===== config.mk =====
export PLATFORM = sky130hd
export DESIGN_NAME = eu_relu_flat
export DESIGN_NICKNAME = d
export VERILOG_FILES = /design/src/design/rf_pkg.sv /design/src/design/rmio_if.sv /design/src/design/eu_relu.sv /design/src/flat_wrapper.sv
export SDC_FILE = /design/constraint.sdc
export NUM_CORES = 1
export LEC_CHECK = 0
export ABC_CLOCK_PERIOD_IN_PS = 800
export BUFFER_PORTS_ARGS = -buffer_cell sky130_fd_sc_hd__buf_2
export CAP_MARGIN = 5
export CORE_ASPECT_RATIO = 1.5
export CORE_MARGIN = 3
export CORE_UTILIZATION = 35
export CTS_BUF_LIST = sky130_fd_sc_hd__clkbuf_2
export DETAILED_ROUTE_END_ITERATION = 8
export PLACE_DENSITY_LB_ADDON = 0.3
export SETUP_SLACK_MARGIN = 0.3
export SYNTH_ARGS = -nofsm -noshare
export SYNTH_HDL_FRONTEND = slang
export SYNTH_SLANG_ARGS = --single-unit

===== constraint.sdc =====
create_clock -name clk -period 0.8 [get_ports clk]
set_input_delay 0.16 -clock clk [delete_from_list [all_inputs] [get_ports clk]]
set_output_delay 0.16 -clock clk [all_outputs]
set_load 0.02 [all_outputs]

===== src/design/rf_pkg.sv =====
`default_nettype none

package rf_pkg;

    ////////////////////////////////////////
    // Widths
    ////////////////////////////////////////
    localparam int RF_DATA_W   = 32;
    localparam int RF_ADDR_W   = 8;
    // Anything below 2**SRAM_ADDR_W lands in the SRAM
    localparam int SRAM_ADDR_W = 7;
    localparam int LANES       = 4;
    localparam int LANE_W      = 8;
    // Number of ReLU execution units
    localparam int N_RELU      = 2;

    typedef logic [RF_DATA_W-1:0] word_t;
    typedef logic [RF_ADDR_W-1:0] addr_t;
    typedef logic signed [LANE_W-1:0] lane_t;

    // One bus word, seen as four signed lanes or one signed scalar
    // Lane 0 sits in the low byte
    typedef union packed {
        lane_t [LANES-1:0]            lanes;
        logic signed [RF_DATA_W-1:0]  scalar;
    } rf_word_u;

    ////////////////////////////////////////
    // MMIO map
    ////////////////////////////////////////
    typedef enum addr_t {
        // Unit inputs, write only
        ADDR_RELU_0_X = 8'h80,
        ADDR_RELU_1_X = 8'h81,
        // Unit outputs, read only
        ADDR_RELU_0_Y = 8'h88,
        ADDR_RELU_1_Y = 8'h89,
        // Lane-sum accumulator
        ADDR_SUM_0_X  = 8'h90,
        ADDR_SUM_0_Y  = 8'h98
    } mmio_addr_e;

endpackage

`default_nettype wire

===== src/design/rmio_if.sv =====
`default_nettype none
`timescale 1ns/1ps

// Link from the decoder to one execution unit
interface rmio_if;
    import rf_pkg::*;

    // Broadcast write data
    word_t input_data;
    // Write strobe for the X address
    logic  input_we;
    // Read strobe for the Y address
    logic  output_re;
    // Unit result, steered to the host
    word_t output_data;

    modport decoder (output input_data, input_we, output_re, input output_data);
    modport unit    (input input_data, input_we, output_re, output output_data);

endinterface

`default_nettype wire


===== src/design/eu_relu.sv =====
`default_nettype none
`timescale 1ns/1ps

module eu_relu (
    input  logic clk,
    input  logic rst_n,
    rmio_if.unit io
);
    import rf_pkg::*;

    rf_word_u x_w;
    rf_word_u relu_w;
    rf_word_u y_q;

    assign x_w = io.input_data;

    ////////////////////////////////////////
    // Lane-wise clamp
    ////////////////////////////////////////
    always_comb begin
        for (int k = 0; k < LANES; k++) begin
            // Sign bit set means negative, clamp to zero
            relu_w.lanes[k] = x_w.lanes[k][LANE_W-1] ? '0 : x_w.lanes[k];
        end
    end

    // Result register, reads leave it untouched
    always_ff @(posedge clk or negedge rst_n) begin
        if (!rst_n) begin
            y_q <= '0;
        end else if (io.input_we) begin
            y_q <= relu_w;
        end
    end

    // output_re has no effect here
    assign io.output_data = y_q;

endmodule

`default_nettype wire


===== src/flat_wrapper.sv =====
// flat-port wrapper written by rule: the top's interface ports become plain ports
module eu_relu_flat import rf_pkg::*;
  (clk, rst_n, io_input_data, io_input_we, io_output_re, io_output_data);
  rmio_if io_i ();
  input  logic clk;
  input  logic rst_n;
  input wire logic [$bits(io_i.input_data)-1:0] io_input_data;
  input wire logic [$bits(io_i.input_we)-1:0] io_input_we;
  input wire logic [$bits(io_i.output_re)-1:0] io_output_re;
  output wire logic [$bits(io_i.output_data)-1:0] io_output_data;
  assign io_i.input_data = io_input_data;
  assign io_i.input_we = io_input_we;
  assign io_i.output_re = io_output_re;
  assign io_output_data = io_i.output_data;
  eu_relu u_core (.clk(clk), .rst_n(rst_n), .io(io_i));
endmodule

-- Word level (Yosys, flattened, before mapping)
Index checks and enable logic that the tools add are counted.
- register bits: 32
- input port bits: 36
- multiplexer cells: 4
- operator list (operator ; number):
    7-bit two-way mux ; 4

-- Logic depth before layout (Yosys ltp)
- depth after elaboration: 1
- mapped depth: 4
- gate-level depth less buffers: 2

-- Least setup slack after synthesis
No wires, ideal clock.
- kind: register to register
- from: register u_core.io.output_data[4] (netlist name)
- to: register u_core.y_q, in the netlist u_core.io.output_data[4]
- arrival time: 673 ps
- path slack: 6 ps
- stages on the path, launching flop included: 2
- path buffers: 0
- clock period less this slack: 794 ps
- cell sequence: dfrtp_1 a22o_1
- RTL lines (element ; RTL line ; source):
    end signal, assigned ; eu_relu.sv:32 ; y_q <= relu_w;
    end, declared ; eu_relu.sv:13 ; rf_word_u y_q;

-- Final worst setup path
- from: register u_core.y_q, in the netlist u_core.io.output_data[3]
- to: output io_output_data[3]
- RTL lines (element ; RTL line ; source):
    end, declared ; flat_wrapper.sv:10 ; output wire logic [$bits(io_i.output_data)-1:0] io_output_data;
No word-level cell between the ends.

==> out/metrics.cfg <==
[global_routing]
grtUsageTotal_pct=13.9
grt_pass1_wl_um=4580
antenna_found_initial=0
overflow=0
grt_max_degree=23
grt_pass1_vias=1078

[floorplanning]
dieArea_mm2=0.00437
row_count=26
initial_core_util_pct=36.5
num_io_pins=68
chipWidth_um=55.0
die_y_um=79.5
core_area_mm2=0.00345

[clock_tree]
numCtsBuffers=3
clock_sinks=28
htree_levels=1
clk_pin_slew_ns=0.23
root_buffer=clkbuf_2
insertion_delay_ns=0.33
ctsLongestPathBuffers=2
cts_tree=built

[pwr]
p_sw_uw=916
power_density_mw_per_mm2=1500
swShare_pct=29.9
clockPowerShare_pct=15.8
comb_power_share_pct=30.4
peakVddDrop_mv=0.895
seq_power_share_pct=53.7
power_leakage_uw=0.000958
finalPower_uw=3070
p_int_uw=2150

[layout]
largest_reg_flops=28
drive_gt1_share_pct=76.6
fin_util_pct=59.3
nFillCells=308
n_antenna_cell=0
syn2layout_area_growth_pct=62.3
finalNetCount=234
final_common_cell=buf_6
most-common-layout-cells=39 x buf_6, 34 x buf_2, 28 x dfrtp_2, 26 x nand3b_1, 20 x inv_2
stdcell_count=239

[outcome]
status=finished, violations left
violations=hold timing, setup timing

[synth]
syn_inst=121
synth_cell_types=10
syn_area_mm2=0.00126
syn_avg_cell_area_um2=10.4
ys_seq_elements=28
yosysSeqAreaShare_pct=55.6
yosys_warnings=0

[timing]
fin_crit_sh_pct=139
maxSlewViolCount=0
setup-violations-final=29
skew_ns=0
hold_viol=28
clock.fmax_mhz=898
whs_ns=-0.362
fin_crit_ns=1.11
rsz0062_at_grt=yes
fin_ws_ns=-0.313

[drt]
drt_iter0_markers=10
post_drt_wl_per_cell_um=13.0
drc=0
firstDrtPassIters=3
finalWirelength_um=3110
ant_nets=0
post_drt_via_cell_ratio=4.60
vias=1100

[worst_setup_path]
cp_slowest_cell=dfrtp_2
cp_top_family=flip-flops
cp.arrival_ns=0.95
critPathCaptureType=primary output
cp_max_fo=2
startpoint_type=register
worstSetupPathType=register to primary output
slowest_delay_ns=0.48
cp_cell_sequence=buf_6
worstPathRequired_ns=0.64
path_buf_inv=1

[place]
place.gp.congestion=0.671
hpwl_um=2250
port_buffers=62
place_inst=222

[job]
cap_violations=0

[min_path]
hp-class=input pin to asynchronous set/reset pin

[synth_stat cells]
cell type / number / area, um2
a22o_1: 2 / 17.5
buf_4: 4 / 30.0
buf_6: 6 / 67.6
conb_1: 1 / 3.75
dfrtp_1: 28 / 701
inv_1: 27 / 101
nand3b_1: 26 / 195
nor2b_4: 1 / 13.8
o21ai_0: 16 / 80.1
o21ai_1: 10 / 50.1
[metrics by stage]
stage / worst slack (ns) / area (um2) / TNS (ns) / hold WS, ns
after floorplan: 0.0427 / 1310 / 0 / -0.136
after global placement: 0.0437 / 1640 / 0 / 0.0399
after detailed placement: 0.0115 / 1640 / 0 / 0.0449
after CTS: -0.343 / 1870 / -9.37 / -0.398
after global routing: -0.398 / 2040 / -10.89 / -0.431
final: -0.313 / 2040 / -8.39 / -0.362
[final cells by class]
type	count	area (um2)	area share, %
inverter	27	106	5.20
clock buffer	3	15.0	0.734
clock inverter	1	3.75	0.184
timing repair buffer	79	692	33.8
sequential	28	736	36.0
tap	42	52.6	2.57
multi-input combinational	59	439	21.5
[worst paths after layout]
check	slack [ns]	startpoint	cells past startpoint	endpoint
hold / removal	-0.36	rst_n	1	u_core.io.output_data[0]
setup reg to reg	-0.03	u_core.io.output_data[30]	4	u_core.io.output_data[30]
max in group asynchronous	0.78	rst_n	2	u_core.io.output_data[14]
setup / recovery	-0.31	u_core.io.output_data[3]	1	io_output_data[3]
hold reg to reg	0.55	u_core.io.output_data[10]	2	u_core.io.output_data[10]
min in group clk	0.01	io_input_data[5]	2	u_core.io.output_data[5]
[power by group through the flow]
| stage | Combinational [uW] | Clock (uW) | Sequential [uW] |
|---|---|---|---|
| 2_1_floorplan | 227 | 0 | 1770 |
| 6_report | 933 | 486 | 1650 |
| 3_3_place_gp | 618 | 0 | 1620 |
| 3_5_place_dp | 638 | 0 | 1630 |
| 4_1_cts | 801 | 532 | 1640 |
| 5_1_grt | 1010 | 593 | 1660 |
[logic make-up (layout without fill, tap and decap cells)]
logic type	after synthesis	after routing	share of synthesized area [%]
buffers and inverters	37	110	15.8
AO/OA/AOI/OAI	28	28	11.7
flip-flops	28	28	55.6
AND/OR/NAND/NOR	27	27	16.6
other	1	4	0.298
[layer usage]
metal  vias to the layer above  track usage (%)  routed length, um
li1                        532                -                  -
met1                       530             16.1               1120
met2                        36             24.5               1770
met3                         2             2.43                202
met4                         0             5.11                 15
met5                         -                0                  0
[what timing repair did]
action | in CTS | in global routing
resized for setup | 77 | 32
setup buffers | 3 | 10
setup endpoints to repair | 56 | 56
hold endpoints to repair | 32 | 47
No activity file was read; power rests on OpenSTA's default activity.
