<file path="config.mk">
export PLATFORM = sky130hd
export DESIGN_NAME = eu_lane_sum_flat
export DESIGN_NICKNAME = d
export VERILOG_FILES = /design/src/design/rf_pkg.sv /design/src/design/rmio_if.sv /design/src/design/eu_lane_sum.sv /design/src/flat_wrapper.sv
export SDC_FILE = /design/constraint.sdc
export NUM_CORES = 1
export LEC_CHECK = 0
export BUFFER_PORTS_ARGS = -buffer_cell sky130_fd_sc_hd__clkbuf_2
export CAP_MARGIN = 20
export CORE_MARGIN = 2
export CORE_UTILIZATION = 30
export CTS_CLUSTER_SIZE = 28
export DETAILED_ROUTE_END_ITERATION = 12
export PLACE_DENSITY = 0.48
export SYNTH_ARGS = -nofsm -noshare
export SYNTH_HDL_FRONTEND = slang
export SYNTH_SLANG_ARGS = --single-unit
export TNS_END_PERCENT = 5
</file>
<file path="constraint.sdc">
create_clock -name clk -period 7.9 [get_ports clk]
set_input_delay 1.58 -clock clk [delete_from_list [all_inputs] [get_ports clk]]
set_output_delay 1.58 -clock clk [all_outputs]
set_load 0.02 [all_outputs]
</file>
<file path="src/design/rf_pkg.sv">
`default_nettype none

package rf_pkg;

    ////////////////////////////////////////
    // Widths
    ////////////////////////////////////////
    localparam int RF_DATA_W   = 32;
    localparam int RF_ADDR_W   = 8;
    // Anything below 2**SRAM_ADDR_W lands in the SRAM
    localparam int SRAM_ADDR_W = 7;
    localparam int LANES       = 4;
    localparam int LANE_W      = 8;
    // Number of ReLU execution units
    localparam int N_RELU      = 2;

    typedef logic [RF_DATA_W-1:0] word_t;
    typedef logic [RF_ADDR_W-1:0] addr_t;
    typedef logic signed [LANE_W-1:0] lane_t;

    // One bus word, seen as four signed lanes or one signed scalar
    // Lane 0 sits in the low byte
    typedef union packed {
        lane_t [LANES-1:0]            lanes;
        logic signed [RF_DATA_W-1:0]  scalar;
    } rf_word_u;

    ////////////////////////////////////////
    // MMIO map
    ////////////////////////////////////////
    typedef enum addr_t {
        // Unit inputs, write only
        ADDR_RELU_0_X = 8'h80,
        ADDR_RELU_1_X = 8'h81,
        // Unit outputs, read only
        ADDR_RELU_0_Y = 8'h88,
        ADDR_RELU_1_Y = 8'h89,
        // Lane-sum accumulator
        ADDR_SUM_0_X  = 8'h90,
        ADDR_SUM_0_Y  = 8'h98
    } mmio_addr_e;

endpackage

`default_nettype wire
</file>
<file path="src/design/rmio_if.sv">
`default_nettype none
`timescale 1ns/1ps

// Link from the decoder to one execution unit
interface rmio_if;
    import rf_pkg::*;

    // Broadcast write data
    word_t input_data;
    // Write strobe for the X address
    logic  input_we;
    // Read strobe for the Y address
    logic  output_re;
    // Unit result, steered to the host
    word_t output_data;

    modport decoder (output input_data, input_we, output_re, input output_data);
    modport unit    (input input_data, input_we, output_re, output output_data);

endinterface

`default_nettype wire

</file>
<file path="src/design/eu_lane_sum.sv">
`default_nettype none
`timescale 1ns/1ps

module eu_lane_sum (
    input  logic clk,
    input  logic rst_n,
    rmio_if.unit io
);
    import rf_pkg::*;

    rf_word_u                    x_w;
    logic signed [RF_DATA_W-1:0] lane_total;
    logic signed [RF_DATA_W-1:0] acc_q;
    logic signed [RF_DATA_W-1:0] acc_base;
    rf_word_u                    rd_q;

    assign x_w = io.input_data;

    ////////////////////////////////////////
    // Lane adder
    ////////////////////////////////////////
    always_comb begin
        lane_total = '0;
        for (int k = 0; k < LANES; k++) begin
            // Sign-extend each lane to full width
            lane_total = lane_total + RF_DATA_W'(x_w.lanes[k]);
        end
    end

    // A read starts a new batch from zero
    assign acc_base = io.output_re ? '0 : acc_q;

    ////////////////////////////////////////
    // Accumulator and read register
    ////////////////////////////////////////
    always_ff @(posedge clk or negedge rst_n) begin
        if (!rst_n) begin
            acc_q <= '0;
        end else if (io.input_we || io.output_re) begin
            // Wraps on overflow
            acc_q <= acc_base + (io.input_we ? lane_total : '0);
        end
    end

    always_ff @(posedge clk or negedge rst_n) begin
        if (!rst_n) begin
            rd_q <= '0;
        end else if (io.output_re) begin
            // Total before this cycle's write
            rd_q.scalar <= acc_q;
        end
    end

    assign io.output_data = rd_q.scalar;

endmodule

`default_nettype wire

</file>
<file path="src/flat_wrapper.sv">
// flat-port wrapper written by rule: the top's interface ports become plain ports
module eu_lane_sum_flat import rf_pkg::*;
  (clk, rst_n, io_input_data, io_input_we, io_output_re, io_output_data);
  rmio_if io_i ();
  input  logic clk;
  input  logic rst_n;
  input wire logic [$bits(io_i.input_data)-1:0] io_input_data;
  input wire logic [$bits(io_i.input_we)-1:0] io_input_we;
  input wire logic [$bits(io_i.output_re)-1:0] io_output_re;
  output wire logic [$bits(io_i.output_data)-1:0] io_output_data;
  assign io_i.input_data = io_input_data;
  assign io_i.input_we = io_input_we;
  assign io_i.output_re = io_output_re;
  assign io_output_data = io_i.output_data;
  eu_lane_sum u_core (.clk(clk), .rst_n(rst_n), .io(io_i));
endmodule
</file>
# Yosys cells after proc, flatten, opt, wreduce, memory -nomap -nowiden
# Cells that the tools add are included.
totals:
  reg_bits: 64
  inputBits: 36
  output_inout_bits: 32
  word_cells: 9
op_classes:
  n_addsub: 4
  n_mux: 2
  n_reduce_logical: 1
op_table:
  columns: ["op", "count"]
  rows:
  - ["32-bit two-way mux", 2]
  - ["32-bit adder", 1]
  - ["32-bit by 8-bit adder with 32-bit output", 1]
  - ["9-bit by 8-bit adder with 10-bit output", 1]
  - ["8-bit by 8-bit adder with 9-bit output", 1]
  - ["1-bit logical OR", 1]

# Depth between registers and ports, before layout
# Gate-level depths: netlist of the first run.
logic_depth:
  word_depth: 5
  ltp_mapped: 30
  depth_no_buf: 29

# Least setup slack after synthesis of the first run
# No wires, ideal clock.
synth_timing:
  path_kind: "input to register"
  from: "input io_input_data[1]"
  to: "register u_core.acc_q[31]"
  setup_ns: 0.126
  arrival_time_ns: 7.012
  required_time_ns: 7.774
  slack_ns: 0.762
  path_stages: 28
  n_path_buf: 0
  path_cell_list: "inv_1 fa_1 inv_1 ha_1 inv_1 fa_1 inv_1 a21oi_1 o21ai_0 a21oi_1 o21bai_1 a211oi_1 mux2_2 ha_1 inv_1 o21ba_2 fa_1 nor2b_1 ha_1 nand4_2 nor2_4 nand4_2 nand4_2 a41oi_2 o41ai_2 xnor2_1 o22ai_1 a221o_1"
synth_between:
  elab_chain_len: 5
synth_rtl:
  columns: ["element", "line", "source"]
  rows:
  - ["start, declared", "flat_wrapper.sv:7", "input wire logic [$bits(io_i.input_data)-1:0] io_input_data;"]
  - ["8-bit by 8-bit adder with 9-bit output", "eu_lane_sum.sv:26", "lane_total = lane_total + RF_DATA_W'(x_w.lanes[k]);"]
  - ["9-bit by 8-bit adder with 10-bit output", "eu_lane_sum.sv:26", null]
  - ["32-bit by 8-bit adder with 32-bit output", "eu_lane_sum.sv:26", null]
  - ["32-bit two-way mux", "eu_lane_sum.sv:41", "acc_q <= acc_base + (io.input_we ? lane_total : '0);"]
  - ["32-bit adder", "eu_lane_sum.sv:41", null]
  - ["end signal, assigned", "eu_lane_sum.sv:41", null]
  - ["end, declared", "eu_lane_sum.sv:13", "logic signed [RF_DATA_W-1:0] acc_q;"]
# No other way between the ends.
# A chain may end at the register's enable or synchronous reset.

# Worst setup path after layout of the first run
# Same ends and word-level chain as after synthesis.

==> results of run 1 <==
## per-layer routing
layer  routed length (um)  share of wire  up-vias
met5                   13         0.0011        -
met4                  259          0.023        2
met3                  483          0.042       23
met2                 5260           0.46       65
met1                 5420           0.47     1931
li1                     -              -     2080
## stage by stage
step	total power [W]	worst slack (ps)	hold WS, ps	cell area, um2	utilization
final	0.00208	569	501	6210	0.358
after global routing	0.00228	69.9	513	6210	0.358
after CTS	0.00211	567	503	6210	0.358
after detailed placement	0.00172	243	491	5930	0.341
after global placement	0.00171	302	487	5930	0.341
after floorplan	0.00142	762	457	5330	-
## power by group
group / switching, W / total, W / internal (W)
combinational: 0.000636 / 0.00114 / 0.000500
clock: 0.000139 / 0.000375 / 0.000236
sequential: 0.0000878 / 0.000566 / 0.000478
## cell type report
type / count / area share
Inverter: 27 / 0.0163
Multi-Input combinational cell: 442 / 0.575
Clock inverter: 3 / 0.00242
Tap cell: 225 / 0.0453
Timing Repair Buffer: 72 / 0.0600
Clock buffer: 13 / 0.0435
Sequential cell: 64 / 0.258
## layout by cell type (no fill, tap or decap), types with 3 or more instances in the layout
master,count
a211oi_1,3
a21o_1,19
a21oi_1,41
a31oi_1,3
and2_1,14
buf_4,5
clkbuf_16,9
clkbuf_2,66
clkbuf_8,3
clkinv_2,3
dfrtp_1,64
fa_1,18
ha_1,49
inv_1,27
mux2_2,35
nand2_1,44
nand2b_1,7
nand3_1,7
nand4_2,3
nor2_1,13
nor2b_1,44
o21a_1,8
o21ai_0,33
o21ai_1,13
o21ba_2,3
o21bai_1,7
o31ai_1,3
xnor2_1,22
xor2_1,13
## worst max-delay path, delay by kind of cell
family | cells | cell delay (ps)
xor gates and xnor gates | 1 | 170
AOI/OAI and AO/OA | 12 | 2600
and+or+nand+nor | 5 | 810
adders and majority gates | 6 | 2110
buffers and inverters | 5 | 300
## sequential cells by signal, indices dropped and copies added (netlist names)
signal,flops
u_core.acc_q,32
u_core.io.output_data,32
## how the worst max path moves through the flow
stage	end	slack (ps)
final	u_core.acc_q[31]	570
after global routing	u_core.acc_q[31]	70
after CTS	u_core.acc_q[31]	570
after detailed placement	u_core.acc_q[31]	240
after global placement	u_core.acc_q[31]	300
after floorplan	u_core.acc_q[31]	760
## logic make-up after synthesis
family | share of synthesized area
flip-flops | 0.300
XOR/XNOR | 0.0575
AND/OR/NAND/NOR | 0.149
AO/OA/AOI/OAI | 0.203
buffers and inverters | 0.0317
multiplexers | 0.0758
adder cells (fa/ha/maj) | 0.183
==> key figures, run 1 <==
Outcome
  • Outcome: finished clean

Cells and area
  • Final nets: 719
  • Fin cells: 846
  • Diodes inserted: 0
  • Layout fillers: 1,749
  • Area growth from synthesis to layout: 16.5%
  • Multi-input gate area: 3570 um2
  • Reg area: 1600 um2
  • Layout cells sized above 1: 0.233

Setup path
  • Critical path launch point: io_input_data[1]
  • Worst r2r path cells: 13
  • Arrival time worst endpoint: 7540 ps
  • CP peak stage delay: 470 ps
  • CP endpoint kind: register
  • Req. time, crit path: 8110 ps
  • Crit-path max FO: 6
  • Startpoint Class: primary input
  • CP Class: primary input to register
  • RR Endpoint: u_core.acc_q[30]
  • Slowest CP cell: fa_1
  • R2R Setup Slk: 4700 ps
  • Reg-to-reg startpoint: u_core.acc_q[0]

Clock tree
  • Total CTS buffers: 9
  • Post-CTS Resized: 0
  • Root Driver: clkbuf_16
  • Clock buffer depth: 2
  • Postcts setup bufs: 0
  • CTS tree: built
  • # hold bufs at CTS: 0
  • H-Tree Depth: 3
  • Clock slew at reported path FFs: 60 ps
  • Skew-Pair Late Insertion Delay: 330 ps
  • CTS Sinks: 64

Floorplanning
  • Starting Density: 0.307
  • Area of the core: 17,400 um2
  • FP Rows: 48
  • Ports: 68
  • Die Footprint: 18,900 um2
  • Die Ht: 137 um
  • Die W: 137 um

Synthesis
  • Post-synthesis sequential area ratio: 0.300
  • Post-Syn Nets: 654
  • Synth async-reset ratio: 1.00
  • Most used DFF post-synth: dfrtp_1
  • Mean post-synth cell area: 9.68 um2
  • Post-synth EDFFs: 0
  • Syn. warnings: 0
  • #FFs+latches synth: 64
  • Synth Instances: 551
  • Ranking of synthesized cells by area: dfrtp_1 30%, ha_1 11%, mux2_2 7.4%
  • Cell Area, Synth: 5330 um2
  • Cell taking the most area after synthesis: dfrtp_1
  • Commonest cells in the netlist: 64 x dfrtp_1, 49 x ha_1, 44 x nand2_1, 44 x nor2b_1, 41 x a21oi_1
  • Count leader, synth: dfrtp_1
  • Distinct cells, synth: 57
  • Top-area cell type share of the netlist area: 0.300

Timing
  • Final Max Slew Viols: 0
  • Worst Skew: 7.39 ps
  • RSZ-0062 raised after global routing: false
  • Setup TNS: 0 ps
  • Share of the clock period used by the worst path: 0.928
  • Setup violators final: 0
  • Final Hold Vio Count: 0
  • Slew headroom: 0.444
  • Slew at the pin with the worst max-slew slack: 833 ps
  • Fmax: 0.136 GHz
  • Min Tclk post-route: 7330 ps

Power
  • Leak: 3.01 nW
  • Worst vdd ir: 133 uV
  • Pwr Density: 334 nW/um2

Placed design
  • Port Buf Inserts: 67
  • Hpwl dp: 8850 um
  • Routability-driven placement congestion ratio: 0.857
  • Dpl cells: 830

Global route
  • Met3 GRT Util: 0.0327
  • Total grt overflow: 0
  • Most Crowded Layer GR: met2
  • Initial antenna violation count: 1
  • Largest net degree at the start of global routing: 65
  • Global-route wire length before repair: 20,000 um
  • Vias in the first global route: 4,152
  • Met1 GRT Util: 0.174
  • GRT Util Overall: 0.133
  • M2 GR Usage: 0.213

Run
  • Maxcap violations: 0

Route
  • Final ANT Viol Nets: 0
  • Remaining DRCs: 0
  • Starting DRT DRC Count: 135
  • Vias: 4,101
  • Drt first pass iters: 6
  • Vias per Instance: 4.85
  • Routed WL per cell: 13.5 um
  • Final WL: 11,400 um

Min path
  • Hold_sp: u_core.acc_q[8]
  • Worst min path class: register to register
  • Hold worst-path end: u_core.acc_q[8]
  • Hold Path Stages: 2
No activity file was read; power rests on OpenSTA's default activity.
==> run 2, diff against run 1 <==
--- a/config.mk
+++ b/config.mk
@@ -12,6 +12,7 @@
 export CTS_CLUSTER_SIZE = 28
 export DETAILED_ROUTE_END_ITERATION = 12
 export PLACE_DENSITY = 0.48
+export REMOVE_ABC_BUFFERS = 1
 export SYNTH_ARGS = -nofsm -noshare
 export SYNTH_HDL_FRONTEND = slang
 export SYNTH_SLANG_ARGS = --single-unit
==> run 2 against run 1 <==
  * Sequential cell count unchanged
  * Clock power up 3%
  * Die area unchanged
  * Clock skew down 0.69 ps
  * Setup slack worse by 100 ps
  * Routed wire length up 2.7%
  * Cell area down 0.20%
  * Sequential power about the same
  * Critical path depth unchanged
  * Critical path type unchanged
  * Largest cell class unchanged
==> key figures, run 2 (synthesized netlist as in run 1, its figures left out) <==
Floorplanning
  • Die Ht: 137 um (unchanged)
  • Die Footprint: 18,900 um2 (unchanged)
  • Die W: 137 um (unchanged)
  • Starting Density: 0.307 (unchanged)
  • Area of the core: 17,400 um2 (unchanged)
  • FP Rows: 48 (unchanged)
  • Ports: 68 (unchanged)

Min path
  • Worst min path class: register to register
  • Hold_sp: u_core.acc_q[18]

Clock tree
  • Post-CTS Resized: 0 (unchanged)
  • CTS Sinks: 64 (unchanged)
  • Total CTS buffers: 9 (unchanged)
  • H-Tree Depth: 3 (unchanged)
  • Root Driver: clkbuf_16
  • Postcts setup bufs: 0 (unchanged)
  • # hold bufs at CTS: 0 (unchanged)
  • CTS tree: built
  • Skew-Pair Late Insertion Delay: 340 ps (about the same)
  • Clock slew at reported path FFs: 50 ps (about the same)
  • Clock buffer depth: 2 (unchanged)

Global route
  • Vias in the first global route: 4,218 (+1.6%)
  • Total grt overflow: 0 (unchanged)
  • Global-route wire length before repair: 20,400 um (+2.1%)
  • GRT Util Overall: 0.138 (+0.00445)
  • Largest net degree at the start of global routing: 65 (unchanged)
  • Initial antenna violation count: 0 (-1)

Setup path
  • Startpoint Class: primary input
  • CP peak stage delay: 490 ps (+20 ps)
  • Worst path most repeated cell: inv_1
  • Arrival time worst endpoint: 7640 ps (+100 ps)
  • CP endpoint kind: register
  • Reg-to-reg startpoint: u_core.acc_q[0]
  • Slowest CP cell: o41ai_2
  • Req. time, crit path: 8110 ps (about the same)
  • Crit-path max FO: 8 (+2)
  • CP Class: primary input to register
  • Critical path launch point: io_input_data[1]

Placed design
  • Hpwl dp: 9120 um (+3.0%)
  • Routability-driven placement congestion ratio: 0.824 (-3.8%)
  • Port Buf Inserts: 67 (unchanged)

Power
  • Reg power frac: 0.270 (-0.002)
  • Pint: 0.00123 W (+1.0%)
  • Worst vdd ir: 130 uV (-2.1%)
  • Pwr Density: 338 nW/um2 (+0.93%)
  • Psw: 0.000866 W (+0.34%)
  • Leak: 3.00 nW (-0.33%)
  • Clock network fraction of total power: 0.185 (+0.004)
  • Power share of the combinational group: 0.545 (-0.002)
  • Net Sw Frac: 0.414 (-0.00159)

Cells and area
  • Final nets: 717 (-0.28%)
  • Layout fillers: 1,785 (+2.1%)
  • Area growth from synthesis to layout: 16.3%
  • Diodes inserted: 0 (unchanged)
  • Final core occ: 0.357 (-0.000721)
  • Commonest non-fill, non-tap cell in the layout: clkbuf_2
  • Layout cells sized above 1: 0.230 (-0.00372)
  • Most frequent cells in the layout: 66 x clkbuf_2, 64 x dfrtp_1, 49 x ha_1

Timing
  • Share of the clock period used by the worst path: 0.941 (+0.0128)
  • Fmax: 0.135 GHz (-1.4%)
  • Slew headroom: 0.434 (-0.0107)
  • WHS: 501 ps (+0.464 ps)
  • RSZ-0062 raised after global routing: false
  • Setup TNS: 0 ps (unchanged)
  • Slew at the pin with the worst max-slew slack: 849 ps (+16.0 ps)
  • Setup violators final: 0 (unchanged)
  • Worst Skew: 6.70 ps (-0.694 ps)
  • Final Max Slew Viols: 0 (unchanged)
  • Final Hold Vio Count: 0 (unchanged)
  • Min Tclk post-route: 7430 ps (+101 ps)

Outcome
  • Outcome: finished clean

Route
  • Starting DRT DRC Count: 169 (+25%)
  • Remaining DRCs: 0 (unchanged)
  • Final WL: 11,800 um (+2.7%)
  • Routed WL per cell: 13.9 um (+3.1%)
  • Vias: 4,038 (-1.5%)
  • Vias per Instance: 4.79 (-1.2%)
  • Final ANT Viol Nets: 0 (unchanged)
  • Drt first pass iters: 5 (-1)

Run
  • Maxcap violations: 0 (unchanged)
==> run 2: cell types whose count changed in the layout (fill, tap and decap cells not counted), sizes merged <==
cell,before,now
bufinv,0,1
clkbuf,79,77
buf,6,4
==> run 2: through the flow <==
stage          cell area [um2]  setup WS [ps]  std cells  total power, W
2_1_floorplan             5260            762        533         0.00142
3_3_place_gp              5910            340        828         0.00170
3_5_place_dp              5910            133        828         0.00172
4_1_cts                   6200            478        843         0.00213
5_1_grt                   6200            105        843         0.00229
6_report                  6200            468        843         0.00209
==> run 2: power by group through the flow <==
stage	Combinational, W	Sequential [W]	Clock (W)
3_5_place_dp	0.00115	0.000573	0
6_report	0.00114	0.000565	0.000388
2_1_floorplan	0.000770	0.000646	0
3_3_place_gp	0.00113	0.000567	0
4_1_cts	0.00115	0.000569	0.000404
5_1_grt	0.00128	0.000590	0.000421
==> run 2: final cells by class <==
type / instances / area, um2 / area share
multi-input combinational: 442 / 3570 / 0.576
sequential: 64 / 1600 / 0.258
clock inverter: 4 / 45.0 / 0.00727
timing repair buffer: 70 / 358 / 0.0577
inverter: 27 / 101 / 0.0164
tap: 225 / 282 / 0.0454
clock buffer: 11 / 243 / 0.0392
==> run 2: path summary, 6_finish.rpt <==
path,slack (ps),endpoint,cells past startpoint
worst max-delay path,470,u_core.acc_q[31],29
worst min-delay path,500,u_core.acc_q[18],2
worst max register to register,4660,u_core.acc_q[30],13
worst min register to register,500,u_core.acc_q[18],2
max in group asynchronous,5910,u_core.acc_q[9],2
min in group asynchronous,1430,u_core.io.output_data[28],2
==> run 2: metal layers <==
layer	global-route usage	vias up	share of wire
met5	0	-	0
met4	0.0447	0	0.016
met3	0.0316	13	0.027
met2	0.236	39	0.48
met1	0.171	1916	0.48
li1	-	2070	-
==> run 2: critical path: cells and delay by family <==
| family | cells | cell delay [ps] |
|---|---|---|
| fa+ha+maj | 6 | 2330 |
| xor+xnor | 1 | 170 |
| compound gates | 10 | 2050 |
| mux | 1 | 400 |
| simple gates | 5 | 700 |
| buf+inv | 6 | 440 |
